**src/hdl/drp_bridge_pkg.sv**
```systemverilog
package drp_bridge_pkg;

  localparam int AXI_ADDR_W    = 32;
  localparam int AXI_DATA_W    = 32;
  localparam int DRP_ADDR_W    = 9;
  localparam int DRP_DATA_W    = 16;
  localparam int MAX_DRP_COUNT = 32;

  typedef enum logic [1:0] {
    RESP_OKAY   = 2'b00,
    RESP_DECERR = 2'b11
  } axil_resp_t;

  // AW and AR payload
  typedef struct packed {
    logic [AXI_ADDR_W-1:0] addr;
  } axil_addr_t;

  typedef struct packed {
    logic [AXI_DATA_W-1:0] data;
  } axil_wdata_t;

  // Bridge to port
  typedef struct packed {
    logic                  en;
    logic                  we;
    logic [DRP_ADDR_W-1:0] addr;
    logic [DRP_DATA_W-1:0] di;
  } drp_req_t;

  // Port to bridge
  typedef struct packed {
    logic                  rdy;
    logic [DRP_DATA_W-1:0] dout;
  } drp_rsp_t;

  // Port select width of at least one bit
  function automatic int sel_width(input int count);
    int w;
    w = 1;
    while ((1 << w) < count) begin
      w++;
    end
    return w;
  endfunction

endpackage

```
**src/hdl/axil_channel_reg.sv**
```systemverilog
`timescale 1ns/100ps

module axil_channel_reg #(
  parameter type payload_t = logic
) (
  input  logic     AXI_aclk,
  input  logic     AXI_sreset,
  input  logic     in_valid,
  output logic     in_ready,
  input  payload_t in_data,
  output logic     out_valid,
  output payload_t out_data,
  input  logic     pop
);

  logic     full;
  logic     live;   // Goes high one cycle after reset
  payload_t held;

  assign in_ready  = live && !full;
  assign out_valid = full;
  assign out_data  = held;

  always_ff @(posedge AXI_aclk or posedge AXI_sreset) begin
    if (AXI_sreset) begin
      live <= 1'b0;
      full <= 1'b0;
    end else begin
      live <= 1'b1;
      if (in_valid && in_ready) begin
        full <= 1'b1;
      end else if (pop) begin
        full <= 1'b0;
      end
    end
  end

  // Capture only while empty
  always_ff @(posedge AXI_aclk) begin
    if (in_valid && in_ready) begin
      held <= in_data;
    end
  end

endmodule

```
**src/hdl/drp_bridge.sv**
```systemverilog
`timescale 1ns/100ps

module drp_bridge #(
  parameter int DRP_COUNT = 4
) (
  input  logic                                      AXI_aclk,
  input  logic                                      AXI_sreset,

  input  logic [drp_bridge_pkg::AXI_ADDR_W-1:0]     s_axi_awaddr,
  input  logic [2:0]                                s_axi_awprot,   // Ignored
  input  logic                                      s_axi_awvalid,
  output logic                                      s_axi_awready,

  input  logic [drp_bridge_pkg::AXI_DATA_W-1:0]     s_axi_wdata,
  input  logic [drp_bridge_pkg::AXI_DATA_W/8-1:0]   s_axi_wstrb,    // Full word always written
  input  logic                                      s_axi_wvalid,
  output logic                                      s_axi_wready,

  output logic [1:0]                                s_axi_bresp,
  output logic                                      s_axi_bvalid,
  input  logic                                      s_axi_bready,

  input  logic [drp_bridge_pkg::AXI_ADDR_W-1:0]     s_axi_araddr,
  input  logic [2:0]                                s_axi_arprot,   // Ignored
  input  logic                                      s_axi_arvalid,
  output logic                                      s_axi_arready,

  output logic [drp_bridge_pkg::AXI_DATA_W-1:0]     s_axi_rdata,
  output logic [1:0]                                s_axi_rresp,
  output logic                                      s_axi_rvalid,
  input  logic                                      s_axi_rready,

  output drp_bridge_pkg::drp_req_t                  drp_req [DRP_COUNT],
  input  drp_bridge_pkg::drp_rsp_t                  drp_rsp [DRP_COUNT]
);

  import drp_bridge_pkg::*;

  localparam int SEL_W = sel_width(DRP_COUNT);

  logic                  aw_valid, aw_pop;
  logic                  w_valid, w_pop;
  logic                  ar_valid, ar_pop;
  axil_addr_t            aw_data;
  axil_wdata_t           w_data;
  axil_addr_t            ar_data;
  logic                  req_valid, req_we;
  logic [SEL_W-1:0]      req_sel;
  logic [DRP_ADDR_W-1:0] req_addr;
  logic [DRP_DATA_W-1:0] req_di;
  logic                  done;
  logic [DRP_DATA_W-1:0] drp_data;

  axil_channel_reg #(.payload_t(axil_addr_t)) aw_reg_i (
    .AXI_aclk, .AXI_sreset,
    .in_valid(s_axi_awvalid), .in_ready(s_axi_awready), .in_data(axil_addr_t'(s_axi_awaddr)),
    .out_valid(aw_valid), .out_data(aw_data), .pop(aw_pop)
  );

  axil_channel_reg #(.payload_t(axil_wdata_t)) w_reg_i (
    .AXI_aclk, .AXI_sreset,
    .in_valid(s_axi_wvalid), .in_ready(s_axi_wready), .in_data(axil_wdata_t'(s_axi_wdata)),
    .out_valid(w_valid), .out_data(w_data), .pop(w_pop)
  );

  axil_channel_reg #(.payload_t(axil_addr_t)) ar_reg_i (
    .AXI_aclk, .AXI_sreset,
    .in_valid(s_axi_arvalid), .in_ready(s_axi_arready), .in_data(axil_addr_t'(s_axi_araddr)),
    .out_valid(ar_valid), .out_data(ar_data), .pop(ar_pop)
  );

  drp_txn_sequencer #(.DRP_COUNT(DRP_COUNT)) seq_i (
    .AXI_aclk, .AXI_sreset,
    .aw_valid, .aw_data, .aw_pop, .w_valid, .w_data, .w_pop, .ar_valid, .ar_data, .ar_pop,
    .bvalid(s_axi_bvalid), .bresp(s_axi_bresp), .bready(s_axi_bready),
    .rvalid(s_axi_rvalid), .rresp(s_axi_rresp), .rdata(s_axi_rdata), .rready(s_axi_rready),
    .req_valid, .req_we, .req_sel, .req_addr, .req_di, .done, .drp_data
  );

  drp_port_mux #(.DRP_COUNT(DRP_COUNT)) mux_i (
    .req_valid, .req_we, .req_sel, .req_addr, .req_di,
    .drp_req, .drp_rsp, .done, .drp_data
  );

endmodule

```
**src/hdl/drp_port_mux.sv**
```systemverilog
`timescale 1ns/100ps

module drp_port_mux #(
  parameter int DRP_COUNT = 4
) (
  input  logic                                            req_valid,
  input  logic                                            req_we,
  input  logic [drp_bridge_pkg::sel_width(DRP_COUNT)-1:0] req_sel,
  input  logic [drp_bridge_pkg::DRP_ADDR_W-1:0]           req_addr,
  input  logic [drp_bridge_pkg::DRP_DATA_W-1:0]           req_di,

  output drp_bridge_pkg::drp_req_t                        drp_req [DRP_COUNT],
  input  drp_bridge_pkg::drp_rsp_t                        drp_rsp [DRP_COUNT],

  output logic                                            done,
  output logic [drp_bridge_pkg::DRP_DATA_W-1:0]           drp_data
);

  import drp_bridge_pkg::*;

  // One-hot strobes, shared address and data
  for (genvar i = 0; i < DRP_COUNT; i++) begin : g_port
    logic hit;

    assign hit = req_valid && (int'(req_sel) == i);

    assign drp_req[i] = '{
      en:   hit,
      we:   hit && req_we,
      addr: req_addr,
      di:   req_di
    };
  end

  // Selected port back to the sequencer
  always_comb begin
    done     = 1'b0;
    drp_data = '0;
    for (int i = 0; i < DRP_COUNT; i++) begin
      if (int'(req_sel) == i) begin
        done     = drp_rsp[i].rdy;
        drp_data = drp_rsp[i].dout;
      end
    end
  end

endmodule

```
**src/hdl/drp_txn_sequencer.sv**
```systemverilog
`timescale 1ns/100ps

module drp_txn_sequencer #(
  parameter int DRP_COUNT = 4
) (
  input  logic                                           AXI_aclk,
  input  logic                                           AXI_sreset,

  input  logic                                           aw_valid,
  input  drp_bridge_pkg::axil_addr_t                     aw_data,
  output logic                                           aw_pop,
  input  logic                                           w_valid,
  input  drp_bridge_pkg::axil_wdata_t                    w_data,
  output logic                                           w_pop,
  input  logic                                           ar_valid,
  input  drp_bridge_pkg::axil_addr_t                     ar_data,
  output logic                                           ar_pop,

  output logic                                           bvalid,
  output drp_bridge_pkg::axil_resp_t                     bresp,
  input  logic                                           bready,
  output logic                                           rvalid,
  output drp_bridge_pkg::axil_resp_t                     rresp,
  output logic [drp_bridge_pkg::AXI_DATA_W-1:0]          rdata,
  input  logic                                           rready,

  output logic                                           req_valid,
  output logic                                           req_we,
  output logic [drp_bridge_pkg::sel_width(DRP_COUNT)-1:0] req_sel,
  output logic [drp_bridge_pkg::DRP_ADDR_W-1:0]          req_addr,
  output logic [drp_bridge_pkg::DRP_DATA_W-1:0]          req_di,
  input  logic                                           done,
  input  logic [drp_bridge_pkg::DRP_DATA_W-1:0]          drp_data
);

  import drp_bridge_pkg::*;

  localparam int SEL_W   = sel_width(DRP_COUNT);
  localparam int SEL_LSB = DRP_ADDR_W + 2;

  typedef enum logic [1:0] {
    ST_IDLE,
    ST_DRP_WAIT,
    ST_WR_RESP,
    ST_RD_RESP
  } state_t;

  state_t                 state;
  logic                   err_q;
  logic                   wr_start;
  logic                   rd_start;
  logic                   start;
  logic [AXI_ADDR_W-1:0]  cur_addr;
  logic [SEL_W-1:0]       cur_sel;
  logic [DRP_ADDR_W-1:0]  cur_reg;
  logic                   sel_ok;
  logic                   finish;

  // Writes need both AW and W, and beat a pending read
  assign wr_start = aw_valid && w_valid;
  assign rd_start = ar_valid && !wr_start;
  assign start    = (state == ST_IDLE) && (wr_start || rd_start);

  assign cur_addr = wr_start ? aw_data.addr : ar_data.addr;
  assign cur_reg  = cur_addr[2 +: DRP_ADDR_W];
  assign cur_sel  = cur_addr[SEL_LSB +: SEL_W];
  assign sel_ok   = int'(cur_sel) < DRP_COUNT;

  assign aw_pop = start && wr_start;
  assign w_pop  = start && wr_start;
  assign ar_pop = start && rd_start;

  // Errored requests leave the wait state without a port access
  assign finish = (state == ST_DRP_WAIT) && (err_q || done);

  always_ff @(posedge AXI_aclk or posedge AXI_sreset) begin
    if (AXI_sreset) begin
      state     <= ST_IDLE;
      req_valid <= 1'b0;
      req_we    <= 1'b0;
      err_q     <= 1'b0;
      bvalid    <= 1'b0;
      rvalid    <= 1'b0;
    end else begin
      req_valid <= 1'b0;   // One-cycle pulse
      case (state)
        ST_IDLE: begin
          if (start) begin
            req_we    <= wr_start;
            req_valid <= sel_ok;
            err_q     <= !sel_ok;
            state     <= ST_DRP_WAIT;
          end
        end
        ST_DRP_WAIT: begin
          if (finish) begin
            if (req_we) begin
              bvalid <= 1'b1;
              state  <= ST_WR_RESP;
            end else begin
              rvalid <= 1'b1;
              state  <= ST_RD_RESP;
            end
          end
        end
        ST_WR_RESP: begin
          if (bready) begin
            bvalid <= 1'b0;
            state  <= ST_IDLE;
          end
        end
        ST_RD_RESP: begin
          if (rready) begin
            rvalid <= 1'b0;
            state  <= ST_IDLE;
          end
        end
        default: state <= ST_IDLE;
      endcase
    end
  end

  // Command fields and response payload
  always_ff @(posedge AXI_aclk) begin
    if (start) begin
      req_sel  <= cur_sel;
      req_addr <= cur_reg;
      req_di   <= w_data.data[DRP_DATA_W-1:0];   // Upper bits dropped
    end
    if (finish && req_we) begin
      bresp <= err_q ? RESP_DECERR : RESP_OKAY;
    end
    if (finish && !req_we) begin
      rresp <= err_q ? RESP_DECERR : RESP_OKAY;
      if (err_q) begin
        rdata <= '0;
      end else begin
        rdata <= {{(AXI_DATA_W - DRP_DATA_W){1'b0}}, drp_data};
      end
    end
  end

endmodule

```
**config.mk**
```make
export PLATFORM = sky130hd
export DESIGN_NAME = drp_bridge
export DESIGN_NICKNAME = d
export VERILOG_FILES = /design/src/hdl/drp_bridge_pkg.sv /design/src/hdl/axil_channel_reg.sv /design/src/hdl/drp_bridge.sv /design/src/hdl/drp_port_mux.sv /design/src/hdl/drp_txn_sequencer.sv
export SDC_FILE = /design/constraint.sdc
export NUM_CORES = 1
export LEC_CHECK = 0
export ABC_AREA = 1
export BUFFER_PORTS_ARGS = -buffer_cell sky130_fd_sc_hd__buf_2
export CORE_ASPECT_RATIO = 0.9
export CORE_MARGIN = 4
export CORE_UTILIZATION = 42
export CTS_CLUSTER_SIZE = 40
export DETAILED_ROUTE_END_ITERATION = 7
export GPL_TIMING_DRIVEN = 0
export HOLD_SLACK_MARGIN = 0.02
export PLACE_DENSITY = 0.78
export SLEW_MARGIN = 20
export SYNTH_ARGS = -nofsm -noshare
export SYNTH_HDL_FRONTEND = slang
export SYNTH_HIERARCHICAL = 1
export SYNTH_SLANG_ARGS = --single-unit
```
**constraint.sdc**
```tcl
create_clock -name AXI_aclk -period 1.8 [get_ports AXI_aclk]
set_clock_uncertainty 0.15 [all_clocks]
set_input_delay 0.27 -clock AXI_aclk [delete_from_list [all_inputs] [get_ports AXI_aclk]]
set_output_delay 0.27 -clock AXI_aclk [all_outputs]
set_load 0.03 [all_outputs]
```
==> results of run 1 <==
-- layout make-up --
type	instances	area, sq um
buffer	136	1050
clock buffer	9	225
fill	858	3720
tap	152	190
timing repair buffer	302	1830
inverter	32	133
timing repair inverter	1	7.51
multi-input combinational	191	937
sequential	93	2730
clock inverter	7	73.8
-- power breakdown --
part	total [mW]	switching [mW]	internal (mW)
Sequential	3.45	0.382	3.06
Clock	1.88	0.797	1.08
Combinational	6.06	3.72	2.35
Total	11.4	4.90	6.49
-- path summary, 6_finish.rpt --
kind	endpoint	start	depth (start not counted)	slack [ns]
worst max-delay path	drp_req[80]	seq_i/req_sel[0]$_DFFE_PP_	5	-0.04
worst min-delay path	seq_i/rdata[11]$_DFFE_PP_	drp_rsp[62]	3	0.08
worst max register to register	seq_i/rdata[2]$_DFFE_PP_	seq_i/req_sel[0]$_DFFE_PP_	8	-0.03
worst min register to register	seq_i/req_di[2]$_DFFE_PP_	w_reg_i/out_data[2]$_DFFE_PP_	0	0.27
max in group asynchronous	seq_i/req_we$_DFFE_PP0P_	AXI_sreset	3	1.02
min in group asynchronous	aw_reg_i/live$_DFF_PP0_	AXI_sreset	3	0.22
-- worst min-delay path, stage by stage --
cell     delay, ns
buf_2         0.08
nand2_1       0.05
nand4_1       0.05
-- layer usage --
layer  vias to the layer above  GRT usage
li1                       1976          -
met1                      1945      0.208
met2                       233      0.383
met3                        39     0.0493
met4                         0     0.0940
met5                         -          0
-- through the flow --
step	utilization	cell area, sq um
floorplan	-	4800
global placement	0.569	6200
detailed placement	0.569	6200
CTS	0.649	7080
global route	0.658	7180
finish	0.658	7180
-- what timing repair did --
action                                  CTS  global route
hold buffers                             42             0
resized for setup                        14            18
hold endpoints to repair                 53             0
pin swaps                                 4             3
gates cloned                              1             0
endpoints found under the setup margin   51            52
buffers inserted                         13             6
-- state kept, by name, indices dropped and copies added (netlist names) --
signal	count
ar_reg_i/live	1
ar_reg_i/out_data	11
ar_reg_i/out_valid	1
aw_reg_i/live	1
aw_reg_i/out_data	11
aw_reg_i/out_valid	1
seq_i/bvalid	1
seq_i/rdata	16
seq_i/req_addr	9
seq_i/req_di	16
seq_i/req_sel	2
seq_i/req_valid	1
seq_i/req_we	1
seq_i/rvalid	1
seq_i/state	2
w_reg_i/live	1
w_reg_i/out_data	16
w_reg_i/out_valid	1
==> summary.md, run 1 <==
| Metric | Value |
|---|---|
| FP Rows | `36` |
| Global route overflow | `0` |
| Crit path capture type | `primary output` |
| Max VDD drop | `0.987 mV` |
| Power Density | `1590 nW/um^2` |
| Worst-path cell chain | `buf_8 > nand2_1 > nor2_1 > buf_4 > buf_4` |
| Setup violations, final | `21` |
| First-pass GRT wire length | `20.3 mm` |
| Layout cell share with drive strength beyond 1 | `0.565` |
| Clock Path Buffers | `2` |
| Commonest non-fill, non-tap cell in the layout | `buf_2` |
| Final WS setup | `-0.0403 ns` |
| Status | `finished with violations` |
| CP Launch Type | `flip-flop` |
| Most frequent cells in the layout | `236 x buf_2, 148 x buf_4, 81 x edfxtp_1, 64 x nand2_1, 54 x nand3_1` |
| Top cell by count, worst path | `buf_4` |
| Vias per inst | `4.54` |
| IO buf count | `241` |
| Cell family with most CP delay | `buffers and inverters` |
| Required time worst endpoint | `1.38 ns` |
| Die area | `13000 sq um` |
| TNS Setup | `-0.466 ns` |
| Non-Filler Instances | `923` |
| Cell area after synthesis | `4730 sq um` |
| Critical path's slowest cell | `edfxtp_1` |
| Hold Slack | `0.0751 ns` |
| ANT nets after route | `0` |
| Metal3 WL | `1.14 mm` |
| Largest net degree at the start of global routing | `17` |
| Core Footprint | `10900 sq um` |
| Synth warnings | `6` |
| Initial Util | `0.434` |
| Crit Path Class | `flip-flop to primary output` |
| Mapped Cells | `435` |
| Fin crit period | `1.84 ns` |
| Slew Viols, Final | `0` |
| Die X | `120 um` |
| Top Layer Used | `met4` |
| Pleak | `3.53 nW` |
| Syn_area_per_cell | `10.9 sq um` |
| Gr usage total | `0.201` |
| Slowest Stage Delay on Critical Path | `0.45 ns` |
| Crit path max fanout | `6` |
| Nets | `947` |
| Antenna fix cells | `0` |
| First-pass DRT Iterations | `8` |
| Vias in the first global route | `4111` |
| Fmax | `0.543 GHz` |
| Post-DP HPWL | `9.74 mm` |
| Max cap viols | `0` |
| Total power | `11.4 mW` |
| Final Hold Viols | `0` |
| Area added between synthesis and finish | `51.8%` |
| Worst-Skew Late Latency | `0.34 ns` |
| Slew @ Worst Pin | `0.719 ns` |
| Failing checks | `setup timing` |
| Placement Setup Slack | `-0.384 ns` |
| Wl on met1 | `4.47 mm` |
| Sum of buffers and inverters on the critical path | `3` |
| Dpl cells | `847` |
| Crit path DAT | `1.42 ns` |
| Reg clk slew, reported paths | `0.06 ns` |
| Unrepaired setup endpoints after global routing | `yes` |
| Final weighted congestion in routability-driven placement | `0.991` |
| Slew headroom | `0.520` |
| Die height | `109 um` |
| CTS Root Cell | `clkbuf_16` |
| TritonCTS clock tree | `built` |
| Fin crit share | `1.02` |
| Worst Hold Class | `input port to flip-flop` |
| Metal2 WL | `7.69 mm` |
| Total clock sinks | `93` |
| Initial antenna violation count | `0` |
| DR vias | `4193` |
| Cts bufs inserted | `9` |
| 1st-iter DRT viols | `257` |
| DR WL/cell | `14.9 um` |
| # H-tree levels | `3` |
| Drt drc | `0` |
| Detailed Route WL | `13.8 mm` |
| Ports | `330` |
Note: power is estimated with default switching activity, not from simulation.
==> run 2, diff against run 1 <==
CORE_AREA = 4 4 126 128   (was not set)
CORE_ASPECT_RATIO = not set   (was 0.9)
CORE_MARGIN = not set   (was 4)
CORE_UTILIZATION = not set   (was 42)
DIE_AREA = 0 0 130 132   (was not set)
clock period = 2.4 ns   (was 1.8 ns; I/O delays follow)
==> run 2 against run 1 <==
Against the previous run: the run now ends clean; flip-flop and latch count unchanged; register-to-register slack improved by 0.29 ns; clock-buffer cell count unchanged; non-clock buffer count decreased by 39; combinational power decreased by 32%; largest power group unchanged; die area increased by 32%.
==> summary.md, run 2 (synthesis results as in run 1) <==
| Metric | Value |
|---|---|
| Detailed Route WL | `12.3 mm` |
| Clock Path Buffers | `2` |
| Vias per inst | `4.16` |
| Die area | `17200 sq um` |
| Ports | `330` |
| Final Hold Viols | `0` |
| Initial antenna violation count | `0` |
| Crit Path Class | `flip-flop to flip-flop` |
| Post-DP HPWL | `9.62 mm` |
| Final weighted congestion in routability-driven placement | `0.868` |
| Worst-Skew Late Latency | `0.35 ns` |
| Fmax | `0.468 GHz` |
| Global route overflow | `0` |
| Hold Slack | `0.0384 ns` |
| Crit path capture type | `flip-flop` |
| Slew headroom | `0.516` |
| DR WL/cell | `13.4 um` |
| Reg clk slew, reported paths | `0.07 ns` |
| Worst Hold Class | `input port to flip-flop` |
| Worst Setup SP | `seq_i/req_sel[0]$_DFFE_PP_` |
| Unrepaired setup endpoints after global routing | `no` |
| Cts repair resizes | `0` |
| Core Footprint | `14900 sq um` |
| Area added between synthesis and finish | `42.4%` |
| Power Density | `1200 nW/um^2` |
| Pleak | `3.35 nW` |
| CTS Root Cell | `clkbuf_16` |
| Crit path max fanout | `16` |
| CP Launch Type | `flip-flop` |
| Initial Util | `0.318` |
| DR vias | `3823` |
| Drt drc | `0` |
| Vias in the first global route | `3667` |
| Slew @ Worst Pin | `0.725 ns` |
| Die X | `130 um` |
| Antenna fix cells | `0` |
| Gr usage total | `0.136` |
| Nets | `907` |
| Total clock sinks | `93` |
| Fin crit share | `0.891` |
| ANT nets after route | `0` |
| FF-to-FF path depth | `6` |
| Setup violations, final | `0` |
| Fin crit period | `2.14 ns` |
| Status | `completed` |
| Die height | `132 um` |
| IO buf count | `241` |
| End of the critical path | `seq_i/rdata[4]$_DFFE_PP_` |
| Hold path depth | `1` |
| Non-Filler Instances | `919` |
| Slew Viols, Final | `0` |
| Cts bufs inserted | `9` |
| TNS Setup | `0 ns` |
| First-pass DRT Iterations | `4` |
| TritonCTS clock tree | `built` |
| Largest net degree at the start of global routing | `29` |
| 1st-iter DRT viols | `247` |
| R2R Setup Slk | `0.26 ns` |
| Max VDD drop | `0.708 mV` |
| Layout cell share with drive strength beyond 1 | `0.560` |
| # H-tree levels | `3` |
| RR Startpoint | `seq_i/req_sel[0]$_DFFE_PP_` |
| FP Rows | `45` |
| Crit path DAT | `1.96 ns` |
| Setup bufs post-CTS | `0` |
| Required time worst endpoint | `2.23 ns` |
| First-pass GRT wire length | `18.1 mm` |
| Most frequent cells in the layout | `244 x buf_2, 130 x buf_4, 81 x edfxtp_1, 67 x nand2_1, 57 x nand3_1` |
| CTS Hold Bufs | `4` |
| Worst reg2reg endpoint | `seq_i/rdata[4]$_DFFE_PP_` |
| Max cap viols | `0` |
| Commonest non-fill, non-tap cell in the layout | `buf_2` |
| Dpl cells | `883` |
==> run 2: cell types whose count changed in the layout (fill, tap and decap cells not counted), sizes merged <==
cell	before	now
inv	32	35
clkbuf	9	10
bufinv	1	0
clkinv	2	3
clkinvlp	5	1
buf	396	378
dlygate4sd3	42	20
==> run 2: how the worst min path moves through the flow <==
stage | from | end | slack (ns)
floorplan | AXI_sreset | ar_reg_i/live$_DFF_PP0_ | -0.05
global placement | AXI_sreset | ar_reg_i/live$_DFF_PP0_ | 0.10
detailed placement | AXI_sreset | aw_reg_i/out_valid$_DFFE_PP0P_ | 0.10
CTS | s_axi_awaddr[5] | aw_reg_i/out_data[5]$_DFFE_PP_ | 0.02
global route | s_axi_araddr[8] | ar_reg_i/out_data[8]$_DFFE_PP_ | 0.02
finish | s_axi_wdata[13] | w_reg_i/out_data[13]$_DFFE_PP_ | 0.04
==> run 2: worst max-delay path: stages, from the launching register on <==
cell	delay (ns)
edfxtp_1	0.41
clkbuf_8	0.21
nor2_8	0.18
nand2_1	0.08
nand4_1	0.15
nand2_1	0.10
inv_1	0.49
==> run 2: where the power goes <==
group          internal, mW  switching, mW  leakage [nW]
Combinational          1.49           2.63          2.32
Clock                 0.725          0.638         0.140
Sequential             2.30          0.269         0.889
Total                  4.52           3.54          3.35
==> run 2: routing by layer <==
metal / global-route usage / up-vias / part of all wire
met5: 0 / - / 0
met4: 0.0468 / 0 / 0.022
met3: 0.0405 / 22 / 0.075
met2: 0.246 / 160 / 0.54
met1: 0.150 / 1753 / 0.36
li1: - / 1888 / -
==> run 2: area by class of cell <==
class / instances / area [sq um]
Buffer: 138 / 1050
Multi-Input combinational cell: 191 / 895
Sequential cell: 93 / 2730
Inverter: 32 / 120
Timing Repair Buffer: 261 / 1410
Clock inverter: 7 / 67.6
Clock buffer: 9 / 225
Fill cell: 1423 / 8130
Tap cell: 188 / 235
==> run 2: per-stage QoR <==
step / worst slack (ns) / util / total power, mW / instance area (sq um)
floorplan: 0.471 / - / 5.63 / 4800
global placement: 0.205 / 0.420 / 6.67 / 6240
detailed placement: 0.231 / 0.420 / 6.74 / 6240
CTS: 0.220 / 0.442 / 8.12 / 6570
global route: 0.0762 / 0.453 / 8.54 / 6730
finish: 0.261 / 0.453 / 8.06 / 6730
